$ cat src/source/cpu_pkg.sv
package cpu_pkg;

	// byte address width on the fetch side
	localparam int ADDR_W = 16;

	// one instruction is one 32-bit word
	localparam int INSTR_W = 32;

	// pc step per instruction
	localparam int INSTR_BYTES = INSTR_W / 8;

	localparam int REG_IDX_W = 4;
	localparam int OPER_W = 4;
	localparam int IMM_W = 13;

	// jump offset, signed count of instructions
	localparam int OFFSET_W = 25;

	// instruction groups, top two bits of the word
	localparam logic [1:0] GROUP_ALU = 2'd0;
	localparam logic [1:0] GROUP_CTRL = 2'd1;
	localparam logic [1:0] GROUP_LOAD = 2'd2;
	localparam logic [1:0] GROUP_STORE = 2'd3;

	// control-flow opers
	localparam logic [OPER_W-1:0] CTRL_REL = 4'd0;
	localparam logic [OPER_W-1:0] CTRL_ABS = 4'd1;

	// register format
	typedef struct packed {
		logic [1:0] group;
		logic [OPER_W-1:0] oper;
		logic nop;
		logic [REG_IDX_W-1:0] ra;
		logic [REG_IDX_W-1:0] rb;
		logic [REG_IDX_W-1:0] rc;
		logic [IMM_W-1:0] imm;
	} instr_reg_t;

	// control-flow format, offset sits on the index bits
	typedef struct packed {
		logic [1:0] group;
		logic [OPER_W-1:0] oper;
		logic nop;
		logic signed [OFFSET_W-1:0] offset;
	} instr_ctrl_t;

	// one fetched word, read either way
	typedef union packed {
		instr_reg_t reg_fmt;
		instr_ctrl_t ctrl_fmt;
		logic [INSTR_W-1:0] raw;
	} instr_word_u;

	// what travels from IF/ID to EX; all zero is a bubble
	typedef struct packed {
		logic [1:0] group;
		logic [OPER_W-1:0] oper;
		logic nop;
		logic [REG_IDX_W-1:0] ra;
		logic [REG_IDX_W-1:0] rb;
		logic [REG_IDX_W-1:0] rc;
		logic signed [OFFSET_W-1:0] offset;
	} decoded_t;

endpackage

$ cat src/source/ex_stage.sv
`timescale 1ns/10ps

module ex_stage #(
	parameter int LDST_CYCLES = 4
) (
	input logic clk,
	input logic rst,
	input logic hold,
	input cpu_pkg::decoded_t ex_decoded,
	input logic [cpu_pkg::ADDR_W-1:0] ex_pc,
	output logic [cpu_pkg::ADDR_W-1:0] computed_pc,
	output logic wb_stall,
	output logic issue_valid,
	output logic [cpu_pkg::ADDR_W-1:0] issue_pc,
	output logic [1:0] issue_group,
	output logic [cpu_pkg::OPER_W-1:0] issue_oper,
	output logic [cpu_pkg::REG_IDX_W-1:0] issue_ra,
	output logic [cpu_pkg::REG_IDX_W-1:0] issue_rb,
	output logic [cpu_pkg::REG_IDX_W-1:0] issue_rc
);

	localparam int CNT_W = $clog2(LDST_CYCLES + 1);

	// remaining memory-port cycles
	logic [CNT_W-1:0] busy_cnt;

	logic is_bubble;
	logic accept;
	logic is_ldst;

	// offset in bytes, wraps to the address width
	logic [cpu_pkg::ADDR_W-1:0] offset_bytes;

	assign is_bubble = (ex_decoded == '0);
	assign accept = ~hold & ~is_bubble;
	assign is_ldst = (ex_decoded.group == cpu_pkg::GROUP_LOAD)
		| (ex_decoded.group == cpu_pkg::GROUP_STORE);
	assign offset_bytes = {ex_decoded.offset[cpu_pkg::ADDR_W-3:0], 2'b00};
	assign wb_stall = (busy_cnt != '0);

	// branch target, ex_pc already points past the jump
	always_comb
	begin
		if (ex_decoded.group != cpu_pkg::GROUP_CTRL)
			computed_pc = ex_pc;
		else if (ex_decoded.oper == cpu_pkg::CTRL_ABS)
			computed_pc = offset_bytes;
		else
			computed_pc = ex_pc + offset_bytes;
	end

	// issue report payload
	always_ff @(posedge clk)
	begin
		if (accept)
		begin
			issue_pc <= ex_pc;
			issue_group <= ex_decoded.group;
			issue_oper <= ex_decoded.oper;
			issue_ra <= ex_decoded.ra;
			issue_rb <= ex_decoded.rb;
			issue_rc <= ex_decoded.rc;
		end
	end

	always_ff @(posedge clk)
	begin
		if (rst)
		begin
			issue_valid <= 1'b0;
			busy_cnt <= '0;
		end
		else
		begin
			// one-cycle strobe per accepted instruction
			issue_valid <= accept;
			if (accept && is_ldst)
				busy_cnt <= CNT_W'(LDST_CYCLES);
			else if (busy_cnt != '0)
				busy_cnt <= busy_cnt - 1'b1;
		end
	end

endmodule

$ cat config.mk
export PLATFORM = sky130hd
export DESIGN_NAME = ex_stage
export DESIGN_NICKNAME = d
export VERILOG_FILES = /design/src/source/cpu_pkg.sv /design/src/source/ex_stage.sv
export SDC_FILE = /design/constraint.sdc
export NUM_CORES = 1
export LEC_CHECK = 0
export BUFFER_PORTS_ARGS = -buffer_cell sky130_fd_sc_hd__buf_2
export CORE_ASPECT_RATIO = 0.7
export CORE_UTILIZATION = 46
export DETAILED_ROUTE_END_ITERATION = 7
export PLACE_DENSITY_LB_ADDON = 0.12
export SLEW_MARGIN = 40
export SYNTH_ARGS = -nofsm -noshare
export SYNTH_HDL_FRONTEND = slang
export SYNTH_SLANG_ARGS = --single-unit
$ cat constraint.sdc
create_clock -name clk -period 3.5 [get_ports clk]
set_input_delay 0.525 -clock clk [delete_from_list [all_inputs] [get_ports clk]]
set_output_delay 0.525 -clock clk [all_outputs]
set_load 0.05 [all_outputs]
==> reports/results.ini <==
[outcome]
run_status=finished, final reports clean

[synthesis]
synthCells=213
ys.flop_type=edfxtp_1
synth_edf_count=34
netlist_area_um2=2248
synth_most_common_cell=edfxtp_1
yosysSeqAreaShare=0.4897
async_reset_ff_frac=0
syn_nets=293
synth_top_area_frac=0.4541
synthTopCellsByCount=edfxtp_1, nand2_1, a21oi_1
synth-warning-count=0
synth_top_area_cell=edfxtp_1
syn_avg_cell_area_um2=10.56
synth_area_leaders=edfxtp_1, ha_1, a21oi_1
yosys.cell_types.count=46
synth-seq-cells=38

[final_layout]
fin_area_um2=3017
fillers=378
finalNetCount=413
syn_to_final_growth_pct=34.17
antennaDiodeCount=0
drive_above_1_share=0.4012

[die]
die_y_um=60.50
core-area_um2=4504
num_io_pins=115
die-area_um2=5176
initial_core_util=0.4992
die_x_um=85.56
rows=20

[sta]
setup_tns_ns=0
final.period_utilization=0.9091
finalHoldViolCount=0
fmax_ghz=0.3143
final.min_clock_period_ns=3.182
skew_ns=0.0004574
report.final.slew_viol_count=0
setup_viol=0
rsz0062_at_grt=false
tightest_slew_ns=0.5296
slew_headroom=0.6461

[clock_network]
ctsHoldBuffers=0
clk_latency_ns=0.28
cts_setup_buffers=0
htreeDepth=2
path_clk_slew_ns=0.08
tritoncts=built
cts.repair.resized=0
clk_path_buf_depth=2
cts_root_buf=clkbuf_8
cts.sinks=38
cts_buffers=5

[worst_hold_path]
hold_class=in2reg
worstHoldPathCells=1
min-delay-start=ex_decoded[25]

[critical_path]
start_kind=input port
crit_arrival_ns=2.66
crit_path_start=ex_decoded[0]
reg2reg_depth=5
worstSetupEndpointType=output pin
cp.required_ns=2.97
crit_type=in2out
crit-reg2reg-launch=busy_cnt[0]$_SDFFE_PP0P_
worstPathMaxFanout=3

[detailed_routing]
vias=2142
drt_iter0_markers=94
drc_errors=0
drtAntennaViolNets=0
first_pass_iters=4
post_drt_wl_per_cell_um=15.27
vias_per_cell=5.506
wl_um=5939

[power]
cellPowerDensity_nw_per_um2=466.8
power.leakage_nw=1.358
vdd_drop_max_mv=0.4191

[grt]
grtUsageTotal=0.2298
antenna_found_initial=0
first_global_vias=1911
grt_pass1_wl_um=9039
grt_max_degree=22
grt-ovfl-total=0

[placement]
portBuffers=114
place_congestion=0.8337
place_area_um2=2932
dp_hpwl_um=4641

[run]
maxCapViolCount=0

-- per-layer routing --
| metal | vias up | routed length [µm] | GRT usage |
|---|---|---|---|
| li1 | 1050 | - | - |
| met1 | 991 | 2796 | 0.3187 |
| met2 | 93 | 2647 | 0.3657 |
| met3 | 8 | 439 | 0.05170 |
| met4 | 0 | 56 | 0.07381 |
| met5 | - | 0 | 0 |
-- state kept, by name, summed over array words and instances (netlist names) --
| register | count |
|---|---|
| issue_ra | 4 |
| issue_pc | 16 |
| issue_rc | 4 |
| issue_oper | 4 |
| issue_valid | 1 |
| busy_cnt | 3 |
| issue_rb | 4 |
| issue_group | 2 |
-- final cells by class --
class                      count  area (µm²)  share of cell area
multi-input combinational    165        1122              0.3720
clock inverter                 3       16.27            0.005392
timing repair buffer         118       620.6              0.2057
inverter                       5       18.77            0.006221
clock buffer                   5       68.82             0.02281
tap                           55       68.82             0.02281
sequential                    38        1101              0.3650
-- logic make-up after synthesis --
logic type	after synthesis	share of synthesized area
mux	2	0.008904
compound gates	60	0.1814
fa+ha+maj	17	0.09794
xor+xnor	9	0.03506
simple gates	77	0.1697
buf+inv	10	0.01725
flops	38	0.4897
-- worst max-delay path, stage by stage --
cell	delay (ns)
buf_2	0.11
ha_1	0.24
fa_1	0.41
a21oi_1	0.23
nand4b_1	0.18
a21oi_1	0.10
o21ai_0	0.25
xor2_1	0.11
o21ai_0	0.20
buf_2	0.30
-- stage by stage --
| step | setup WS, ns | power, mW | hold WS [ns] | instances | util |
|---|---|---|---|---|---|
| after detailed placement | 0.3976 | 1.125 | 0.4996 | 381 | 0.6508 |
| after global routing | 0.2660 | 1.482 | 0.4046 | 389 | 0.6697 |
| after global placement | 0.4167 | 1.109 | 0.4744 | 380 | 0.6447 |
| after CTS | 0.3780 | 1.419 | 0.4109 | 389 | 0.6697 |
| after floorplan | 0.07294 | 0.9739 | 0.4585 | 213 | - |
| final | 0.3181 | 1.408 | 0.4199 | 389 | 0.6697 |
-- cell usage in the layout, fill, tap and decap left out, types with 2 or more instances in the layout --
cell      synthesis  routed
a21oi_1          21      21
nand2_1          22      22
nand3_1           6       6
o21a_1            3       3
nor4_1            9       9
o21ai_0           8       8
inv_1             5       5
buf_4             0       3
nand2b_1          2       2
edfxtp_1         34      34
xor2_1            5       5
nor2_1           17      16
mux2i_1           2       2
o211ai_1          3       3
a21o_1            3       3
xnor2_1           4       4
a31oi_1           5       5
dfxtp_1           4       4
nor3_1            5       5
ha_1             16      16
a21boi_0          3       3
nand4_1           3       3
buf_2             1     114
and3_1            5       5
nor2b_1           2       2
clkbuf_8          0       5
-- report_power, final --
| group | internal [mW] | switching, mW | leakage (nW) |
|---|---|---|---|
| combinational | 0.170 | 0.392 | 0.950 |
| sequential | 0.541 | 0.0134 | 0.366 |
| clock | 0.136 | 0.155 | 0.0416 |
-- final timing paths --
| check | end | slack, ns |
|---|---|---|
| setup reg to reg | busy_cnt[2]$_SDFFE_PP0P_ | 2.28 |
| setup / recovery | computed_pc[14] | 0.32 |
| hold reg to reg | busy_cnt[1]$_SDFFE_PP0P_ | 0.51 |
| hold / removal | issue_rc[0]$_DFFE_PP_ | 0.42 |
No activity file was read; power rests on OpenSTA's default activity.
