==> src/source/cpu_pkg.sv <==
package cpu_pkg;

	// byte address width on the fetch side
	localparam int ADDR_W = 16;

	// one instruction is one 32-bit word
	localparam int INSTR_W = 32;

	// pc step per instruction
	localparam int INSTR_BYTES = INSTR_W / 8;

	localparam int REG_IDX_W = 4;
	localparam int OPER_W = 4;
	localparam int IMM_W = 13;

	// jump offset, signed count of instructions
	localparam int OFFSET_W = 25;

	// instruction groups, top two bits of the word
	localparam logic [1:0] GROUP_ALU = 2'd0;
	localparam logic [1:0] GROUP_CTRL = 2'd1;
	localparam logic [1:0] GROUP_LOAD = 2'd2;
	localparam logic [1:0] GROUP_STORE = 2'd3;

	// control-flow opers
	localparam logic [OPER_W-1:0] CTRL_REL = 4'd0;
	localparam logic [OPER_W-1:0] CTRL_ABS = 4'd1;

	// register format
	typedef struct packed {
		logic [1:0] group;
		logic [OPER_W-1:0] oper;
		logic nop;
		logic [REG_IDX_W-1:0] ra;
		logic [REG_IDX_W-1:0] rb;
		logic [REG_IDX_W-1:0] rc;
		logic [IMM_W-1:0] imm;
	} instr_reg_t;

	// control-flow format, offset sits on the index bits
	typedef struct packed {
		logic [1:0] group;
		logic [OPER_W-1:0] oper;
		logic nop;
		logic signed [OFFSET_W-1:0] offset;
	} instr_ctrl_t;

	// one fetched word, read either way
	typedef union packed {
		instr_reg_t reg_fmt;
		instr_ctrl_t ctrl_fmt;
		logic [INSTR_W-1:0] raw;
	} instr_word_u;

	// what travels from IF/ID to EX; all zero is a bubble
	typedef struct packed {
		logic [1:0] group;
		logic [OPER_W-1:0] oper;
		logic nop;
		logic [REG_IDX_W-1:0] ra;
		logic [REG_IDX_W-1:0] rb;
		logic [REG_IDX_W-1:0] rc;
		logic signed [OFFSET_W-1:0] offset;
	} decoded_t;

endpackage

==> src/source/if_id_stage.sv <==
`timescale 1ns/10ps

module if_id_stage (
	input logic clk,
	input logic rst,
	input logic hold,
	input logic resp_valid,
	input logic [cpu_pkg::INSTR_W-1:0] resp_instr,
	input logic [cpu_pkg::ADDR_W-1:0] computed_pc,
	input logic wb_stall,
	output logic fetch_req,
	output logic [cpu_pkg::ADDR_W-1:0] fetch_addr,
	output cpu_pkg::decoded_t ex_decoded,
	output logic [cpu_pkg::ADDR_W-1:0] ex_pc
);

	localparam logic [2:0] ST_INIT = 3'd0;
	localparam logic [2:0] ST_REGULAR = 3'd1;
	localparam logic [2:0] ST_CHANGE_PC = 3'd2;
	localparam logic [2:0] ST_WAIT_LDST0 = 3'd3;
	localparam logic [2:0] ST_WAIT_LDST1 = 3'd4;

	logic [2:0] state;

	// speculative pc, address of the word the cache is answering for
	logic [cpu_pkg::ADDR_W-1:0] spec_pc;
	logic [cpu_pkg::ADDR_W-1:0] following_pc;

	// fetching starts on the first cycle out of reset
	logic fetch_on;

	cpu_pkg::decoded_t dec;
	logic changes_pc;

	instr_decoder u_decoder (
		.instr(resp_instr),
		.decoded(dec)
	);

	assign following_pc = spec_pc + cpu_pkg::ADDR_W'(cpu_pkg::INSTR_BYTES);
	assign changes_pc = (dec.group == cpu_pkg::GROUP_CTRL) & ~dec.nop;
	assign fetch_req = fetch_on;

	// fetch address choice
	always_comb
	begin
		case (state)
		ST_REGULAR:
		begin
			// stay put unless the current word is consumed and falls through
			if (!resp_valid || hold || changes_pc)
				fetch_addr = spec_pc;
			else
				fetch_addr = following_pc;
		end
		ST_CHANGE_PC:
			fetch_addr = computed_pc;
		default:
			fetch_addr = spec_pc;
		endcase
	end

	always_ff @(posedge clk)
	begin
		if (rst)
			fetch_on <= 1'b0;
		else
			fetch_on <= 1'b1;
	end

	always_ff @(posedge clk)
	begin
		if (rst)
		begin
			state <= ST_INIT;
			spec_pc <= '0;
			ex_decoded <= '0;
			ex_pc <= '0;
		end
		// hold freezes state and outputs in every state
		else if (!hold)
		begin
			case (state)
			ST_INIT:
			begin
				// first answer from the cache
				if (resp_valid)
					state <= ST_REGULAR;
				ex_decoded <= '0;
			end

			ST_REGULAR:
			begin
				if (!resp_valid)
					ex_decoded <= '0;
				else
				begin
					spec_pc <= following_pc;
					if (dec.nop)
						ex_decoded <= '0;
					else
					begin
						ex_decoded <= dec;
						case (dec.group)
						cpu_pkg::GROUP_ALU:
							ex_pc <= spec_pc;
						cpu_pkg::GROUP_CTRL:
						begin
							// EX computes targets from the following pc
							ex_pc <= following_pc;
							state <= ST_CHANGE_PC;
						end
						default:
						begin
							// load or store
							ex_pc <= spec_pc;
							state <= ST_WAIT_LDST0;
						end
						endcase
					end
				end
			end

			ST_CHANGE_PC:
			begin
				// target ready while the jump sits in EX
				spec_pc <= computed_pc;
				state <= ST_REGULAR;
				ex_decoded <= '0;
			end

			ST_WAIT_LDST0:
			begin
				// EX loads its busy counter this cycle
				state <= ST_WAIT_LDST1;
				ex_decoded <= '0;
			end

			ST_WAIT_LDST1:
			begin
				if (!wb_stall)
					state <= ST_REGULAR;
				ex_decoded <= '0;
			end

			default:
			begin
				state <= ST_INIT;
				ex_decoded <= '0;
			end
			endcase
		end
	end

endmodule

==> src/source/instr_decoder.sv <==
`timescale 1ns/10ps

module instr_decoder (
	input logic [cpu_pkg::INSTR_W-1:0] instr,
	output cpu_pkg::decoded_t decoded
);

	// same word, two views
	cpu_pkg::instr_word_u word;

	// all-zero word is treated like a nop
	logic is_zero;

	assign word.raw = instr;
	assign is_zero = (instr == '0);

	always_comb
	begin
		// common header, identical in both formats
		decoded.group = word.reg_fmt.group;
		decoded.oper = word.reg_fmt.oper;

		// explicit nop bit or empty word
		decoded.nop = word.reg_fmt.nop | is_zero;

		// register indices from the register view
		decoded.ra = word.reg_fmt.ra;
		decoded.rb = word.reg_fmt.rb;
		decoded.rc = word.reg_fmt.rc;

		// offset from the control view
		// only meaningful for the ctrl group
		decoded.offset = word.ctrl_fmt.offset;
	end

endmodule

==> config.mk <==
export PLATFORM = sky130hd
export DESIGN_NAME = if_id_stage
export DESIGN_NICKNAME = d
export VERILOG_FILES = /design/src/source/cpu_pkg.sv /design/src/source/if_id_stage.sv /design/src/source/instr_decoder.sv
export SDC_FILE = /design/constraint.sdc
export NUM_CORES = 1
export LEC_CHECK = 0
export BUFFER_PORTS_ARGS = -buffer_cell sky130_fd_sc_hd__buf_2
export CAP_MARGIN = 20
export CORE_MARGIN = 2
export CORE_UTILIZATION = 50
export DETAILED_ROUTE_END_ITERATION = 8
export GPL_ROUTABILITY_DRIVEN = 1
export PLACE_DENSITY = 0.89
export SETUP_SLACK_MARGIN = 0.5
export SYNTH_ARGS = -nofsm -noshare
export SYNTH_HDL_FRONTEND = slang
export SYNTH_SLANG_ARGS = --single-unit
==> constraint.sdc <==
create_clock -name clk -period 2.1 [get_ports clk]
set_clock_uncertainty 0.15 [all_clocks]
set_input_delay 0.105 -clock clk [delete_from_list [all_inputs] [get_ports clk]]
set_output_delay 0.105 -clock clk [all_outputs]
set_load 0.01 [all_outputs]
==> flow_metrics.env <==
export IMPL_netlist_top_cell_by_area="dfxtp_1"
export IMPL_initial_core_util_pct=51.0
export IMPL_detail_route_vias_per_cell=6.51
export IMPL_final_setup_tns_ns=-3.56
export IMPL_detailroute_wirelength_met2_mm=7.36
export IMPL_worstHoldPathType="in -> reg"
export IMPL_place_hpwl_mm=7.93
export IMPL_worst_hold_startpoint="computed_pc[12]"
export IMPL_overflow=0
export IMPL_synthesis_area_sq_um=3660
export IMPL_maxClockFrequency_mhz=408
export IMPL_die_area_sq_um=8010
export IMPL_finalCriticalPeriod_ns=2.45
export IMPL_critical_path_arrival_ns=2.20
export IMPL_wl_per_cell_microns=21.8
export IMPL_slew_violations=0
export IMPL_unrepaired_setup_endpoints_after_global_routing="yes"
export IMPL_critical_path_class="reg -> out"
export IMPL_highest_layer="met4"
export IMPL_numClockSinks=67
export IMPL_final_core_utilization_pct=79.7
export IMPL_num_io_pins=130
export IMPL_ys_dominant_reg_cell="dfxtp_1"
export IMPL_grt_start_max_net_pins=32
export IMPL_synthTopCellsByArea="dfxtp_1 37%, a22o_1 7.4%, nand2_1 3.7%"
export IMPL_total_power_mw=2.71
export IMPL_tritoncts_num_buffers=9
export IMPL_clock_root_buffer="clkbuf_8"
export IMPL_ys_seq_elements=67
export IMPL_cap_violations=0
export IMPL_cts_path_max_buffers=2
export IMPL_syn_nets=472
export IMPL_synth_largest_type_area_fraction_pct=36.7
export IMPL_drt_drc_violations_left=0
export IMPL_io_buffer_count=128
export IMPL_synth_enable_flop_cells=0
export IMPL_asyncSetResetFlopFracSynth_pct=0
export IMPL_ctsHtreeMaxLevel=3
export IMPL_floorplan_die_width_microns=89.5
export IMPL_final_hold_violation_count=0
export IMPL_setup_worst_path_start="spec_pc[8]"
export IMPL_power_ir_vdd_worst_mv=0.307
export IMPL_r2r_setup_slack_ns=-0.10
export IMPL_violated_checks="setup timing"
export IMPL_drt_first_pass_iters=6
export IMPL_synthMostInstantiatedCell="dfxtp_1"
export IMPL_clkSlewWorstSetupHoldPaths_ns=0.07
export IMPL_num_nets_final=671
export IMPL_pwr_density_cell_nw_per_um2=474
export IMPL_first_iter_violations=563
export IMPL_track_usage_pct=35.9
export IMPL_wl_met1_mm=5.63
export IMPL_leakage_nw=2.41
export IMPL_worst_slew_pin_transition_ns=0.508
export IMPL_timing_final_setup_violations=19
export IMPL_wl_met3_mm=1.62
export IMPL_critical_path_required_ns=1.85
export IMPL_setup_crit_start_kind="flop"
export IMPL_via_count_of_the_first_global_routing_pass=4449
export IMPL_cells_after_synth=418
export IMPL_min_period_over_period_pct=117
export IMPL_netlist_cell_type_count=62
export IMPL_area_growth_syn_to_layout_pct=56.4
export IMPL_core_sq_um=7180
export IMPL_final_critical_path_setup_slack_ns=-0.352
export IMPL_timing_critical_path_fanout_max=9
export IMPL_place_gp_congestion=0.931
export IMPL_grt_pass1_wl_mm=21.8
export IMPL_yosysSeqAreaShare_pct=36.7
export IMPL_drive_above_1_share_pct=45.3
export IMPL_insertedDiodeCount=0
export IMPL_yosys_top_cells_count="67 x dfxtp_1, 36 x nand2_1, 31 x a22o_1"
export IMPL_yosys_warnings=0
export IMPL_clock_tree_from_tritoncts="yes"
export IMPL_critical_path_sink_type="output pin"
export IMPL_vias=4693
export IMPL_syn_area_per_cell_sq_um=8.75
export IMPL_worst_slew_margin_rel_pct=65.8
export IMPL_ant_nets=0
export IMPL_rows=31
export IMPL_die_h_microns=89.5
export IMPL_antenna_found_initial=0
export IMPL_worstReg2RegStart="state[2]"
export IMPL_outcome="complete, but fails checks"
export IMPL_clk_latency_ns=0.36
export IMPL_postRouteWirelength_mm=15.7
## cell type report
class / instances / area [sq um]
inverter: 14 / 52.6
multi-input combinational: 284 / 2270
timing repair buffer: 241 / 1730
clock inverter: 4 / 50.0
clock buffer: 12 / 145
tap: 99 / 124
sequential: 67 / 1360
fill: 396 / 1450
## stage by stage
stage | hold slack [ns] | worst slack [ns] | cells | cell area (sq um)
after floorplan | 0.0765 | 0.155 | 418 | 3790
after global placement | 0.178 | -0.0981 | 629 | 4510
after detailed placement | 0.182 | -0.225 | 629 | 4510
after CTS | 0.00731 | -0.195 | 718 | 5580
after global routing | 0.0260 | -0.349 | 721 | 5720
final | 0.0127 | -0.352 | 721 | 5720
## path summary, 6_finish.rpt
| kind | end | depth (start not counted) |
|---|---|---|
| max | fetch_addr[15] | 6 |
| min | spec_pc[12] | 4 |
| max reg2reg | ex_pc[4] | 6 |
| min reg2reg | ex_pc[8] | 2 |
## power by group
| part | switching [mW] | internal [mW] |
|---|---|---|
| Clock | 0.521 | 0.580 |
| Combinational | 0.166 | 0.161 |
| Sequential | 0.00933 | 1.28 |
| Total | 0.696 | 2.02 |
## registers in the layout, indices dropped and copies added (netlist names)
register	count
ex_decoded	31
fetch_req	1
state	3
spec_pc	16
ex_pc	16
## layout by cell type (no fill, tap or decap), drive strengths merged, types with 9 or more instances in the layout
cell	synthesis	final
a21oi	22	22
dlygate4sd3	0	41
clkbuf	23	12
o211ai	9	9
dfxtp	67	67
a22o	31	31
o31a	10	10
nor4	20	20
nand2	36	36
o21ai	18	18
inv	14	14
nand3	14	14
buf	31	200
nor2	9	9
## logic make-up (layout without fill, tap and decap cells)
logic type,count (synthesis),in the layout,synth area share [%]
compound gates,138,139,29.3
fa+ha+maj,1,1,0.342
simple gates,126,126,19.1
mux,8,8,2.36
buf+inv,68,271,9.99
other cells,1,1,0.103
flops,67,67,36.7
xor+xnor,9,9,2.16
## metal layers
metal / vias to the layer above / track usage [%]
li1: 1961 / -
met1: 2189 / 39.5
met2: 407 / 61.5
met3: 136 / 8.22
met4: 0 / 23.6
met5: - / 0
## repair_timing
item	in CTS	in global routing
setup endpoints to repair	80	80
cloned	5	0
pin swaps	18	9
hold buffers	41	0
endpoints found under the hold margin	41	0
resized for setup	49	24
setup buffers	27	3
## worst max-delay path, cell delays in order (launching register included)
cell,delay [ns]
dfxtp_1,0.39
nand4_1,0.25
buf_4,0.27
nor4_2,0.42
xnor2_2,0.17
o21ai_2,0.18
buf_2,0.16
Power figures use the tool's default switching activity.
